===== src/rtl/ex_config.svh =====
`ifndef EX_CONFIG_SVH
`define EX_CONFIG_SVH

// datapath width, one word
`define EX_XLEN 32

// gpr index, 32 registers
`define EX_REG_IDX_W 5

// 4k pages, offset bits below the vppn/ppn split
`define EX_PAGE_OFS_W 12

// direct-mapped window segment, top bits of the address
`define EX_SEG_W 3

// privilege level, 0 most privileged, 3 user
`define EX_PLV_W 2

// address-space id carried to the tlb
`define EX_ASID_W 10

// one strobe bit per byte lane
`define EX_STRB_W (`EX_XLEN / 8)

`endif

===== src/rtl/ex_pkg.sv =====
`include "ex_config.svh"

package ex_pkg;

    typedef logic [`EX_XLEN-1:0]                   word_t;
    typedef logic [`EX_REG_IDX_W-1:0]              reg_idx_t;
    typedef logic [`EX_XLEN-`EX_PAGE_OFS_W-1:0]    ppn_t;     // 20 bits
    typedef logic [`EX_XLEN-`EX_PAGE_OFS_W-2:0]    vppn_t;    // 19 bits, double page
    typedef logic [`EX_SEG_W-1:0]                  seg_t;
    typedef logic [`EX_PLV_W-1:0]                  plv_t;
    typedef logic [`EX_ASID_W-1:0]                 asid_t;
    typedef logic [`EX_STRB_W-1:0]                 strb_t;

    typedef enum logic [3:0] {
        alu_add, alu_sub, alu_slt, alu_sltu,
        alu_and, alu_or, alu_xor, alu_nor,
        alu_sll, alu_srl, alu_sra, alu_lui
    } alu_op_e;  // codes 12..15 unused

    typedef enum logic [2:0] {
        exc_none, exc_adem, exc_tlbr, exc_pil,
        exc_pis, exc_ppi, exc_pme, exc_ale
    } exc_e;

    typedef enum logic [2:0] {ld_w, ld_b, ld_bu, ld_h, ld_hu} ld_op_e;
    typedef enum logic [1:0] {st_w, st_b, st_h} st_op_e;

    // one decoded instruction from decode
    typedef struct packed {
        word_t    pc;
        word_t    rj;
        word_t    rkd;          // also store data
        word_t    imm;
        reg_idx_t dest;
        logic     gr_we;
        logic     mem_we;       // store
        logic     res_from_mem; // load
        alu_op_e  alu_op;
        logic     src1_is_pc;
        logic     src2_is_imm;
        ld_op_e   ld_op;
        st_op_e   st_op;
    } ds_to_es_t;

    // handed to the memory stage
    typedef struct packed {
        word_t    pc;
        logic     gr_we;
        logic     res_from_mem;
        logic     mem_we;
        reg_idx_t dest;
        word_t    result;
        word_t    vaddr;        // for badv on a memory exception
        logic [1:0] addr_low;   // byte lane select for load extract
        ld_op_e   ld_op;
        exc_e     exc;
    } es_to_ms_t;

    typedef struct packed {
        logic plv0;   // usable at plv 0
        logic plv3;   // usable at plv 3
        seg_t pseg;
        seg_t vseg;
    } dmw_t;

    typedef struct packed {
        logic da;
        logic pg;
        plv_t plv;
        dmw_t dmw0;
        dmw_t dmw1;
    } xlate_csr_t;

    typedef struct packed {
        vppn_t vppn;
        logic  va_bit12;  // picks even/odd page of the pair
        asid_t asid;
    } tlb_req_t;

    typedef struct packed {
        logic found;
        ppn_t ppn;
        plv_t plv;
        logic d;
        logic v;
    } tlb_resp_t;

    typedef struct packed {
        logic       wr;
        logic [1:0] size;   // 0 byte, 1 half, 2 word
        strb_t      wstrb;
        word_t      addr;
        word_t      wdata;
    } mem_req_t;

endpackage


===== src/rtl/ex_stage.sv =====
`timescale 1ns/100ps

`include "ex_config.svh"

module ex_stage import ex_pkg::*;
(
    input  logic       clk,
    input  logic       reset,
    input  logic       wb_ex,          // flush from writeback
    input  logic       ds_valid,
    input  ds_to_es_t  ds_bus,
    output logic       es_allow_in,
    output logic       es_to_ms_valid,
    output es_to_ms_t  es_to_ms_bus,
    input  logic       ms_allow_in,
    output tlb_req_t   tlb_req,
    input  tlb_resp_t  tlb_resp,
    input  asid_t      asid,
    input  xlate_csr_t csr,
    output logic       mem_req_valid,
    output mem_req_t   mem_req,
    input  logic       mem_addr_ok
);

    logic      es_valid;
    ds_to_es_t bus_q;
    word_t     alu_result;
    word_t     paddr;
    exc_e      xlate_exc;
    exc_e      exc;
    logic      misaligned;
    logic      is_mem;
    logic      has_exc;
    logic      es_ready_go;

    // one slot; wb_ex kills whatever sits here
    always_ff @(posedge clk)
    begin
        if (reset)
            es_valid <= 1'b0;
        else if (wb_ex)
            es_valid <= 1'b0;
        else if (es_allow_in)
            es_valid <= ds_valid;
    end

    // instruction held in the stage
    always_ff @(posedge clk)
    begin
        if (reset)
            bus_q <= '0;
        else if (ds_valid && es_allow_in)
            bus_q <= ds_bus;
    end

    ex_alu u_alu
    (
        .bus    (bus_q),
        .result (alu_result)
    );

    // tlb port 1 looks up the data address
    assign tlb_req.vppn     = alu_result[`EX_XLEN-1:`EX_PAGE_OFS_W+1];
    assign tlb_req.va_bit12 = alu_result[`EX_PAGE_OFS_W];
    assign tlb_req.asid     = asid;

    ex_addr_xlate u_xlate
    (
        .vaddr    (alu_result),
        .is_load  (es_valid && bus_q.res_from_mem),
        .is_store (es_valid && bus_q.mem_we),
        .csr      (csr),
        .tlb_resp (tlb_resp),
        .paddr    (paddr),
        .exc      (xlate_exc)
    );

    ex_mem_req u_mem_req
    (
        .bus        (bus_q),
        .paddr      (paddr),
        .req        (mem_req),
        .misaligned (misaligned)
    );

    // translation fault outranks alignment
    assign exc     = (xlate_exc != exc_none) ? xlate_exc : (misaligned ? exc_ale : exc_none);
    assign has_exc = (exc != exc_none);
    assign is_mem  = bus_q.res_from_mem || bus_q.mem_we;

    // request only when memory stage can take the result
    assign mem_req_valid = es_valid && is_mem && !has_exc && ms_allow_in && !wb_ex;

    assign es_ready_go    = has_exc || !is_mem || (mem_req_valid && mem_addr_ok);
    assign es_allow_in    = !es_valid || (es_ready_go && ms_allow_in);
    assign es_to_ms_valid = es_valid && es_ready_go;

    assign es_to_ms_bus.pc           = bus_q.pc;
    assign es_to_ms_bus.gr_we        = bus_q.gr_we && !has_exc;  // no writeback on fault
    assign es_to_ms_bus.res_from_mem = bus_q.res_from_mem;
    assign es_to_ms_bus.mem_we       = bus_q.mem_we;
    assign es_to_ms_bus.dest         = bus_q.dest;
    assign es_to_ms_bus.result       = alu_result;
    assign es_to_ms_bus.vaddr        = alu_result;
    assign es_to_ms_bus.addr_low     = paddr[1:0];
    assign es_to_ms_bus.ld_op        = bus_q.ld_op;
    assign es_to_ms_bus.exc          = exc;

    // held output must not move, tlb answer included
    a_hold_stable: assert property (@(posedge clk) disable iff (reset)
        es_to_ms_valid && !ms_allow_in && !wb_ex |=> es_to_ms_valid && $stable(es_to_ms_bus))
    else $error("ex_stage: output changed under back-pressure");

    a_alu_op_legal: assert property (@(posedge clk) disable iff (reset)
        es_valid |-> bus_q.alu_op inside {alu_add, alu_sub, alu_slt, alu_sltu,
                                          alu_and, alu_or, alu_xor, alu_nor,
                                          alu_sll, alu_srl, alu_sra, alu_lui})
    else $error("ex_stage: undefined alu_op");

endmodule


===== src/rtl/ex_mem_req.sv =====
`timescale 1ns/100ps

`include "ex_config.svh"

module ex_mem_req import ex_pkg::*;
(
    input  ds_to_es_t bus,
    input  word_t     paddr,
    output mem_req_t  req,
    output logic      misaligned
);

    logic  is_word;
    logic  is_half;
    strb_t wstrb;
    word_t wdata;

    // access width, loads and stores alike
    always_comb
    begin
        is_word = 1'b0;
        is_half = 1'b0;
        if (bus.mem_we)
        begin
            is_word = (bus.st_op == st_w);
            is_half = (bus.st_op == st_h);
        end
        else if (bus.res_from_mem)
        begin
            is_word = (bus.ld_op == ld_w);
            is_half = (bus.ld_op inside {ld_h, ld_hu});
        end
    end

    // lane strobes and replicated store data
    always_comb
    begin
        wstrb = '0;          // loads read the whole word
        wdata = bus.rkd;
        if (bus.mem_we)
        begin
            case (bus.st_op)
                st_w: wstrb = '1;
                st_b:
                begin
                    wstrb = strb_t'(1) << paddr[1:0];
                    wdata = {(`EX_XLEN / 8){bus.rkd[7:0]}};
                end
                st_h:
                begin
                    wstrb = paddr[1] ? 4'b1100 : 4'b0011;  // upper or lower half
                    wdata = {(`EX_XLEN / 16){bus.rkd[15:0]}};
                end
                default: wstrb = '0;
            endcase
        end
    end

    assign misaligned = (is_word && paddr[1:0] != 2'b00) || (is_half && paddr[0]);

    assign req.wr    = bus.mem_we;
    assign req.size  = is_word ? 2'd2 : (is_half ? 2'd1 : 2'd0);
    assign req.wstrb = wstrb;
    assign req.addr  = paddr;
    assign req.wdata = wdata;

    // catches an undefined st_op reaching a store
    always_comb
    begin
        assert final (!bus.mem_we || wstrb != '0)
        else $error("ex_mem_req: store with empty strobe");
    end

endmodule


===== src/rtl/ex_addr_xlate.sv =====
`timescale 1ns/100ps

`include "ex_config.svh"

module ex_addr_xlate import ex_pkg::*;
(
    input  word_t      vaddr,
    input  logic       is_load,
    input  logic       is_store,
    input  xlate_csr_t csr,
    input  tlb_resp_t  tlb_resp,
    output word_t      paddr,
    output exc_e       exc
);

    logic  mapped;    // da=0 pg=1
    logic  hit0;
    logic  hit1;
    logic  page_rt;   // mapped, no window
    logic  access;
    word_t pa_win0;
    word_t pa_win1;
    word_t pa_page;

    // window usable at this plv and segment matches
    function automatic logic dmw_hit(input dmw_t w, input plv_t plv, input word_t va);
        logic plv_ok;
        plv_ok = (plv == plv_t'(0) && w.plv0) || (plv == plv_t'(3) && w.plv3);
        return plv_ok && (va[`EX_XLEN-1 -: `EX_SEG_W] == w.vseg);
    endfunction

    assign mapped  = !csr.da && csr.pg;
    assign hit0    = dmw_hit(csr.dmw0, csr.plv, vaddr);
    assign hit1    = dmw_hit(csr.dmw1, csr.plv, vaddr);
    assign page_rt = mapped && !hit0 && !hit1;
    assign access  = is_load || is_store;

    assign pa_win0 = {csr.dmw0.pseg, vaddr[`EX_XLEN-`EX_SEG_W-1:0]};
    assign pa_win1 = {csr.dmw1.pseg, vaddr[`EX_XLEN-`EX_SEG_W-1:0]};
    assign pa_page = {tlb_resp.ppn, vaddr[`EX_PAGE_OFS_W-1:0]};

    always_comb
    begin
        if (!mapped)
            paddr = vaddr;      // direct, and the odd da/pg combos too
        else if (hit0)
            paddr = pa_win0;    // window 0 has priority
        else if (hit1)
            paddr = pa_win1;
        else
            paddr = pa_page;
    end

    // page route checks, first match wins
    always_comb
    begin
        exc = exc_none;
        if (page_rt && access)
        begin
            if (csr.plv == plv_t'(3) && vaddr[`EX_XLEN-1])
                exc = exc_adem;                    // user touching upper half
            else if (!tlb_resp.found)
                exc = exc_tlbr;
            else if (!tlb_resp.v)
                exc = is_store ? exc_pis : exc_pil;
            else if (csr.plv > tlb_resp.plv)
                exc = exc_ppi;
            else if (is_store && !tlb_resp.d)
                exc = exc_pme;                     // first write to clean page
        end
    end

    // caller decodes load and store from exclusive bits
    always_comb
    begin
        assert final (!(is_load && is_store))
        else $error("ex_addr_xlate: load and store at once");
    end

endmodule


===== src/rtl/ex_alu.sv =====
`timescale 1ns/100ps

module ex_alu import ex_pkg::*;
(
    input  ds_to_es_t bus,
    output word_t     result
);

    word_t      op1;
    word_t      op2;
    logic [4:0] shamt;  // low bits of operand two only

    assign op1   = bus.src1_is_pc  ? bus.pc  : bus.rj;   // pcaddu style uses pc
    assign op2   = bus.src2_is_imm ? bus.imm : bus.rkd;
    assign shamt = op2[4:0];

    always_comb
    begin
        case (bus.alu_op)
            alu_add:  result = op1 + op2;
            alu_sub:  result = op1 - op2;
            alu_slt:  result = word_t'($signed(op1) < $signed(op2));
            alu_sltu: result = word_t'(op1 < op2);
            alu_and:  result = op1 & op2;
            alu_or:   result = op1 | op2;
            alu_xor:  result = op1 ^ op2;
            alu_nor:  result = ~(op1 | op2);
            alu_sll:  result = op1 << shamt;
            alu_srl:  result = op1 >> shamt;
            alu_sra:  result = word_t'($signed(op1) >>> shamt);  // sign fill
            alu_lui:  result = op2;                           // imm already shifted by decode
            default:  result = '0;                            // illegal op, flagged in ex_stage
        endcase
    end

endmodule


===== config.mk =====
export PLATFORM = sky130hd
export DESIGN_NAME = ex_stage
export DESIGN_NICKNAME = d
export VERILOG_FILES = /design/src/rtl/ex_pkg.sv /design/src/rtl/ex_stage.sv /design/src/rtl/ex_mem_req.sv /design/src/rtl/ex_addr_xlate.sv /design/src/rtl/ex_alu.sv
export VERILOG_INCLUDE_DIRS = /design/src /design/src/rtl
export SDC_FILE = /design/constraint.sdc
export NUM_CORES = 1
export LEC_CHECK = 0
export BUFFER_PORTS_ARGS = -buffer_cell sky130_fd_sc_hd__buf_2
export CAP_MARGIN = 20
export CORE_MARGIN = 10
export CORE_UTILIZATION = 30
export DETAILED_ROUTE_END_ITERATION = 7
export GPL_TIMING_DRIVEN = 0
export PLACE_DENSITY_LB_ADDON = 0.1
export SYNTH_ARGS = -nofsm -noshare
export SYNTH_HDL_FRONTEND = slang
export SYNTH_SLANG_ARGS = --single-unit

===== constraint.sdc =====
create_clock -name clk -period 15.7 [get_ports clk]
set_clock_uncertainty 0.05 [all_clocks]
set_input_delay 0.785 -clock clk [delete_from_list [all_inputs] [get_ports clk]]
set_output_delay 0.785 -clock clk [all_outputs]
set_load 0.02 [all_outputs]

=== Word-level counts from Yosys, hierarchy flattened ===
Cells that the tools add are included.

* Register bits after elaboration: 148
* Word-level logic and storage cells: 121

* Magnitude comparators: 3
* Reductions and logical operators: 50
* Add/sub/neg operators: 2
* Bitwise logic cells: 4
* Multiplexer cells: 26
* Shifts and indexed selects: 4
* Eq/ne operators: 18

{| class="wikitable"
|+ Operator list
! operator !! number
|-
| one-hot mux 32 bit (12 select lines) || 1
|-
| 2-to-1 mux 32 bit || 6
|-
| less-than comparator 32 bit || 2
|-
| one-hot mux 32 bit (2 select lines) || 1
|-
| adder 32 bit || 1
|-
| bitwise AND 32 bit || 1
|-
| NOT 32 bit || 1
|-
| OR 32 bit || 1
|-
| << shifter 32 x 5 -> 32 bit || 1
|-
| >> shifter 32 x 5 -> 32 bit || 1
|-
| >>> shifter 32 x 5 -> 32 bit || 1
|-
| subtractor 32 bit || 1
|-
| bitwise XOR 32 bit || 1
|-
| 2-to-1 mux 3 bit || 9
|-
| logical AND 1 bit || 25
|-
| == test 4 x 3 -> 1 bit (second input constant) || 4
|-
| == test 4 bit (second input constant) || 4
|-
| one-hot mux 4 bit (3 select lines) || 1
|-
| == test 4 x 2 -> 1 bit (second input constant) || 2
|-
| logical NOT 1 bit || 8
|-
| logical OR 1 bit || 8
|-
| 2-to-1 mux 4 bit || 2
|-
| == test 3 bit || 2
|-
| nonzero test 3 bit || 2
|-
| 14 further kinds || 21
|}

=== Depth between registers and ports, before layout ===
Gate-level depths: netlist of the first run.

* Word-level depth: 24
* Gate-level depth with buffers: 24

=== By module ===
A second synthesis of the first run with hierarchy kept.

* Cells, all modules: 2467
* Area, all modules: 19173.4 um^2

{| class="wikitable"
|+ Modules (own cells, without submodules)
! module !! instances !! area each (um^2) !! seq. area each (um^2) !! cells each
|-
| ex_alu || 1 || 10098.4 || 0.0 || 1492
|-
| ex_stage || 1 || 7497.2 || 2962.8 || 766
|-
| ex_mem_req || 1 || 882.1 || 0.0 || 128
|-
| ex_addr_xlate || 1 || 695.7 || 0.0 || 81
|}

=== Least setup slack after synthesis of the first run ===
No wires, ideal clock.

* Path kind: register to output
* From: register bus_q[5] (netlist bit)
* To: output port mem_req_valid
* Data arrival time: 6.097 ns
* Required time: 14.865 ns
* Setup slack: 8.768 ns
* Stages on the path, launching flop included: 23
* Cell sequence: dfxtp_1 buf_4 mux2i_4 buf_2 buf_6 buf_4 buf_6 clkbuf_1 buf_1 ha_1 a211oi_1 o311ai_1 a221oi_2 nor4_1 or3b_2 xor2_1 a211o_1 or3_1 a221oi_2 a311o_2 buf_4 o21ai_1 nor4b_1

* Longest elaborated chain between the ends: 18

{| class="wikitable"
|+ RTL lines
! what !! line !! RTL
|-
| start: declaration || ex_stage.sv:26 || <nowiki>ds_to_es_t bus_q;</nowiki>
|-
| start signal: assignment || ex_stage.sv:53 || <nowiki>bus_q <= ds_bus;</nowiki>
|-
| 2-to-1 mux 32 bit * || ex_alu.sv:14 || <nowiki>assign op2 = bus.src2_is_imm ? bus.imm : bus.rkd;</nowiki>
|-
| branches (longest 2 deep; another with subtractor 32 bit) || n/a ||
|-
| one-hot mux 32 bit (12 select lines) * || ex_alu.sv:19 || <nowiki>case (bus.alu_op)</nowiki>
|-
| == test 3 bit || ex_addr_xlate.sv:29 || <nowiki>return plv_ok && (va[`EX_XLEN-1 -: `EX_SEG_W] == w.vseg);</nowiki>
|-
| logical AND 1 bit || ex_addr_xlate.sv:29 ||
|-
| 2-to-1 mux 32 bit or logical NOT 1 bit (tied branches) || ex_addr_xlate.sv:46, ex_addr_xlate.sv:35 ||
|-
| 2-to-1 mux 32 bit or logical AND 1 bit (tied branches) || ex_addr_xlate.sv:44, ex_addr_xlate.sv:35 ||
|-
| nonzero test 2 bit or logical AND 1 bit (tied branches) || ex_mem_req.sv:59, ex_addr_xlate.sv:35 ||
|-
| logical AND 1 bit (on tied branches) || ex_mem_req.sv:59, ex_addr_xlate.sv:58 ||
|-
| logical OR 1 bit or 2-to-1 mux 3 bit (tied branches) || ex_mem_req.sv:59, ex_addr_xlate.sv:58 ||
|-
| 2-to-1 mux 3 bit or nonzero test 3 bit (tied branches) || ex_stage.sv:87 || <nowiki>assign exc = (xlate_exc != exc_none) ? xlate_exc : (misaligned ? exc_ale : exc_none);</nowiki>
|-
| 2-to-1 mux 3 bit * || ex_stage.sv:87 ||
|-
| nonzero test 3 bit * || ex_stage.sv:88 || <nowiki>assign has_exc = (exc != exc_none);</nowiki>
|-
| logical NOT 1 bit * || ex_stage.sv:92 || <nowiki>assign mem_req_valid = es_valid && is_mem && !has_exc && ms_allow_in && !wb_ex;</nowiki>
|-
| logical AND 1 bit * (3 in series) || ex_stage.sv:92 ||
|-
| end: declaration || ex_stage.sv:20 || <nowiki>output logic mem_req_valid,</nowiki>
|}

Every way passes the cells marked *.

==> results of run 1 <==
[final timing paths]
check,depth (start not counted),start,to
hold reg to reg,2,bus_q[34],bus_q[34]
hold / removal,2,bus_q[34],bus_q[34]
setup / recovery,22,bus_q[53],es_to_ms_bus[2]
setup reg to reg,22,bus_q[53],bus_q[9]
[state kept, by name, summed over array words and instances, names as in the netlist]
signal / count
bus_q: 105
es_to_ms_bus: 42
es_valid: 1
[synth_stat cells (11+ instances only)]
library cell	instances
nand2b_1	304
mux2i_1	235
nand2_1	170
nor2_1	158
a21oi_1	152
dfxtp_1	148
o21ai_0	141
buf_4	136
clkbuf_1	125
ha_1	116
inv_1	84
mux2_2	46
xnor2_1	44
nand3_1	41
a22oi_1	37
o211ai_1	36
a211oi_1	32
nor3_1	28
a221oi_1	25
a31oi_1	24
a21o_1	23
buf_1	23
buf_6	20
a22o_1	19
inv_2	19
nor2b_1	17
xor2_1	16
o21bai_1	14
o221ai_1	13
buf_2	11
or3_1	11
[metal layers]
metal / vias to the layer above / share of wire [%] / routed length, um / GRT usage, %
li1: 9572 / - / - / -
met1: 10300 / 44 / 49500 / 38.1
met2: 920 / 46 / 52700 / 48.8
met3: 159 / 6.1 / 6900 / 4.53
met4: 0 / 3.9 / 4450 / 11.3
met5: - / 0 / 0 / 0
[per-stage QoR]
stage / power, uW / cells / utilization, % / cell area (um2)
CTS: 2220 / 3781 / 36.2 / 22800
finish: 2220 / 3784 / 36.2 / 22800
floorplan: 1270 / 2484 / - / 19000
global route: 2320 / 3782 / 36.2 / 22800
detailed placement: 1780 / 3749 / 35.2 / 22200
global placement: 1780 / 3742 / 35.1 / 22100
[cell families (layout without fill, tap and decap cells)]
| family | after synthesis | in the layout | synth area share [%] |
|---|---|---|---|
| AO/OA/AOI/OAI | 623 | 623 | 21.8 |
| XOR/XNOR | 60 | 60 | 2.77 |
| adder cells (fa/ha/maj) | 118 | 118 | 7.87 |
| buffers and inverters | 418 | 870 | 11.8 |
| flip-flops | 148 | 148 | 15.6 |
| multiplexers | 314 | 314 | 18.1 |
| other | 0 | 2 | 0 |
| AND/OR/NAND/NOR | 803 | 803 | 22.0 |
[cell type report]
class | count | area (um2) | area share (%)
clock inverter | 15 | 183 | 0.802
inverter | 103 | 387 | 1.70
tap | 846 | 1060 | 4.65
multi-input combinational | 1918 | 13800 | 60.5
sequential | 148 | 2960 | 13.0
timing repair buffer | 420 | 2130 | 9.34
buffer | 315 | 1860 | 8.15
clock buffer | 17 | 425 | 1.87
antenna | 2 | 5.00 | 0.0220
[cell usage in the layout, fill, tap and decap left out, types with 37 or more instances in the layout]
cell      Yosys  final
buf_4       136    139
dfxtp_1     148    148
nand2b_1    304    304
buf_2        11    424
a22oi_1      37     37
mux2_2       46     46
clkbuf_1    125    125
nand3_1      41     41
inv_1        84     84
ha_1        116    116
nand2_1     170    170
o21ai_0     141    141
nor2_1      158    158
mux2i_1     235    234
a21oi_1     152    152
xnor2_1      44     44
[worst reg2reg max path, stage by stage, from the launching register on]
cell and delay, ps:
dfxtp_1 630, mux2i_1 340, inv_2 270, buf_1 470, buf_2 410, clkbuf_1 490, clkbuf_1 570, clkbuf_1 480
clkbuf_1 570, ha_1 420, a211oi_1 100, o311ai_1 550, a221oi_2 290, a31oi_1 370, mux2i_1 160, a311oi_1 330
nand3_1 340, mux2i_1 220, a311o_2 490, o31ai_4 450, buf_6 260, buf_6 260, mux2i_1 270
[where the power goes]
group,total [uW],switching (uW),internal [uW]
clock network,427,212,215
logic,1360,897,462
registers,438,32.7,406
total,2220,1140,1080
==> results_dict.tcl, run 1 <==
set metrics [dict create \
    outcome "completed" \
    start_util_pct 30.2 \
    worstPathCellList "mux2i_1, inv_2, buf_1, buf_2, clkbuf_1, clkbuf_1, clkbuf_1, clkbuf_1, ha_1, a211oi_1, o311ai_1, a221oi_2, a31oi_1, mux2i_1, a311oi_1, nand3_1, mux2i_1, a311o_2, buf_4, nor3_1, o32ai_1, buf_2" \
    yosys_register_bits 148 \
    clk_latency_ps 480 \
    syn_area_per_cell_um2 7.63 \
    finalHoldViolCount 0 \
    cts-buffers-inserted 17 \
    finalMaxSlewViolations 0 \
    nFillCells 6882 \
    cts_hold_buf 0 \
    regToRegSetupSlack_ps 6830 \
    hp-class "flop to flop" \
    critPathTopFamily "buffers and inverters" \
    routedWlPerCell_um 30.0 \
    cts-resized-gates 0 \
    crit_required_ps 14870 \
    synth_edf_count 0 \
    syn_area_um2 19000 \
    setup_viol 0 \
    rsz0062_at_grt "false" \
    dieWidth_um 271 \
    cts_max_level 4 \
    ys.flop_type "dfxtp_1" \
    clk_pin_slew_ps 70 \
    powerDensity_nw_per_um2 97.7 \
    critPathMaxFanout 10 \
    wl_um 114000 \
    antenna_found_initial 2 \
    grt_max_degree 19 \
    setup_ws_ps 5620 \
    yosys.area.top_type "dfxtp_1" \
    postRouteAntennaNets 0 \
    final_net_count 3249 \
    syn2layout_area_growth_pct 20.2 \
    drv_cap 0 \
    synthesis.nets 2810 \
    crit_type "flop to output port" \
    tightestPinTransition_ps 1160 \
    timing.hold.ws_ps 423 \
    cp-start-kind "flop" \
    die-area_um2 73600 \
    synth_top_area_share_pct 15.6 \
    syn_inst 2484 \
    crit_buf_inv 9 \
    cpMostUsedCell "clkbuf_1" \
    min_period_ps 10080 \
    drc_errors 0 \
    p_leak_uw 0.0104 \
    drt-initial-drc-count 1998 \
    portBuffers 412 \
    row_count 92 \
    cts_tree "yes" \
    num_vias 20900 \
    synth.area.top_cells "dfxtp_1 (16%), mux2i_1 (12%), nand2b_1 (10%)" \
    endpoint_kind "output port" \
    grt_pass1_wl_um 159000 \
    cp.arrival_ps 9250 \
    hpwl_um 95400 \
    peakVddDrop_mv 0.0804 \
    die_h_um 271 \
    pin_count 424 \
    ys_warn_count 0 \
    gp_congestion 1.01 \
    slowest_delay_ps 630 \
    clkSinkCount 148 \
    drtPass1Iterations 6 \
    grt_pass1_vias 20700 \
    synthDistinctLibCells 88 \
    fp.coreArea_um2 62900 \
    ys_seq_area_share_pct 15.6 \
    finalSetupTns_ps 0 \
    via_per_inst 5.53 \
    layout-drive-gt1-share_pct 25.0 \
    cts_root_buf "clkbuf_16" \
    grt_usage_pct 29.5 \
    slowest_stage "dfxtp_1" \
    relSlewSlack_pct 21.7 \
    period_share_pct 64.2 \
    placement.setup.worst_slack_ps 6290 \
    cts_max_path_buffers 2 \
    max_freq_ghz 0.0992 \
    synthArstFlopShare_pct 0 \
    grt_overflow 0 \
    postCtsSetupRepairBufs 0 \
]
(Power assumes the default switching activity.)
==> inputs of run 2 (changes only) <==
- clock period: 15.7 -> 8.7 ns (I/O delays scaled with it)
==> results_dict.tcl, run 2 (synthesized netlist as in run 1, its figures left out) <==
set metrics [dict create \
    outcome "completed" \
    final_common_cell "buf_2" \
    fp.coreArea_um2 62900 \
    r2r_cells 18 \
    finalHoldViolCount 0 \
    die_h_um 271 \
    p_leak_uw 0.0104 \
    cts_root_buf "clkbuf_16" \
    internal_power_uw 1960 \
    postRouteAntennaNets 0 \
    grt_overflow 0 \
    nFillCells 6873 \
    hold_depth 2 \
    drv_cap 0 \
    grt_pass1_wl_um 159000 \
    cp.arrival_ps 7850 \
    cts_hold_buf 0 \
    dieWidth_um 271 \
    hpwl_um 95400 \
    p_seq_share_pct 19.7 \
    max_freq_ghz 0.120 \
    relSlewSlack_pct 24.8 \
    swShare_pct 51.3 \
    power_uw 4020 \
    clk_pin_slew_ps 80 \
    portBuffers 412 \
    grt_max_degree 19 \
    routedWlPerCell_um 30.0 \
    endpoint_kind "output port" \
    drtPass1Iterations 6 \
    cts_max_level 4 \
    row_count 92 \
    min_period_ps 8340 \
    post-route-util_pct 36.4 \
    switchingPower_uw 2060 \
    drc_errors 0 \
    cts_max_path_buffers 2 \
    timing.rr.end "bus_q[9]" \
    setup_viol 0 \
    min_from "wb_ex" \
    wl_um 113000 \
    cts-buffers-inserted 17 \
    crit_type "flop to output port" \
    num_vias 20900 \
    powerDensity_nw_per_um2 176 \
    p_comb_share_pct 61.1 \
    antenna_found_initial 3 \
    gp_congestion 1.01 \
    mostFrequentLayoutCells "buf_2 (424), nand2b_1 (304), mux2i_1 (233), nand2_1 (170), nor2_1 (158)" \
    clkSinkCount 148 \
    grt_usage_pct 29.5 \
    top_register "bus_q" \
    cts_tree "yes" \
    grt_pass1_vias 20700 \
    peakVddDrop_mv 0.148 \
    regToRegSetupSlack_ps 980 \
    tightestPinTransition_ps 1100 \
    pin_count 424 \
    rsz0062_at_grt "false" \
    clk_latency_ps 480 \
    crit_required_ps 8220 \
    critPathMaxFanout 11 \
    timing.hold.ws_ps 103 \
    drt-initial-drc-count 2087 \
    finalMaxSlewViolations 0 \
    hp-class "primary input to flop" \
    final_net_count 3247 \
    pwr-share-clk_pct 19.2 \
    hold_end "es_valid" \
    syn2layout_area_growth_pct 20.7 \
    r2r_start "bus_q[5]" \
    largest_reg_flops 105 \
    cp-start-kind "flop" \
    start_util_pct 30.2 \
    via_per_inst 5.54 \
    period_share_pct 95.8 \
    layout-drive-gt1-share_pct 25.7 \
    die-area_um2 73600 \
]
## run 2: worst max-delay path by stage
stage                         from  slack [ps]  cells after the start         endpoint
after global placement    bus_q[5]       -1000                     19  es_to_ms_bus[2]
final                     bus_q[5]         360                     18  es_to_ms_bus[2]
after CTS                 bus_q[5]          20                     22  es_to_ms_bus[2]
after global routing      bus_q[5]          50                     20  es_to_ms_bus[2]
after floorplan           bus_q[5]        2120                     22    mem_req_valid
after detailed placement  bus_q[5]        -360                     20  es_to_ms_bus[2]
## run 2: per-layer routing
metal | wire length (um) | track usage (%) | up-vias
met5 | 11 | 0 | -
met2 | 52700 | 49.0 | 907
li1 | - | - | 9580
met3 | 7200 | 4.73 | 165
met1 | 49100 | 38.0 | 10300
met4 | 4270 | 10.8 | 2
## run 2: layout make-up
| type | instances | area [um2] | area share (%) |
|---|---|---|---|
| timing repair buffer | 423 | 2150 | 9.40 |
| inverter | 103 | 387 | 1.69 |
| buffer | 310 | 1870 | 8.19 |
| clock inverter | 15 | 183 | 0.799 |
| multi-input combinational | 1918 | 13800 | 60.5 |
| sequential | 148 | 2960 | 13.0 |
| clock buffer | 17 | 425 | 1.86 |
| antenna | 1 | 2.50 | 0.0109 |
| tap | 846 | 1060 | 4.63 |
## run 2: timing repair
item | in CTS | in global routing
buffers inserted | 0 | 3
cloned | 0 | 0
resized for setup | 15 | 12
pin swaps | 1 | 0
endpoints found under the hold margin | 0 | 0
endpoints found under the setup margin | 32 | 24
## run 2: power groups by stage
stage	sequential (uW)	clock, uW	combinational, uW
global placement	804	0	2410
floorplan	779	0	1510
finish	792	774	2460
global route	798	816	2590
detailed placement	806	0	2410
CTS	791	799	2420
## run 2: critical path, stage by stage (launching register included)
cell and delay (ps):
dfxtp_1 310, buf_4 220, mux2i_4 430, clkbuf_1 720
clkbuf_1 520, clkdlybuf4s15_2 570, ha_1 400, or4_1 640
a2111oi_4 710, nor4_1 90, a21oi_1 400, mux2_2 410
nand3_1 250, mux2i_1 150, a311o_2 480, buf_4 240
nor3_2 350, o32ai_1 200, buf_2 210
## run 2: per-stage QoR
step,TNS [ps],cell area (um2),std cells,setup slack (ps)
floorplan,0,19000,2484,2120
global placement,-92970,22100,3742,-998
detailed placement,-1590,22200,3749,-365
CTS,0,22800,3780,24.6
global route,0,22900,3780,47.8
finish,0,22900,3781,364
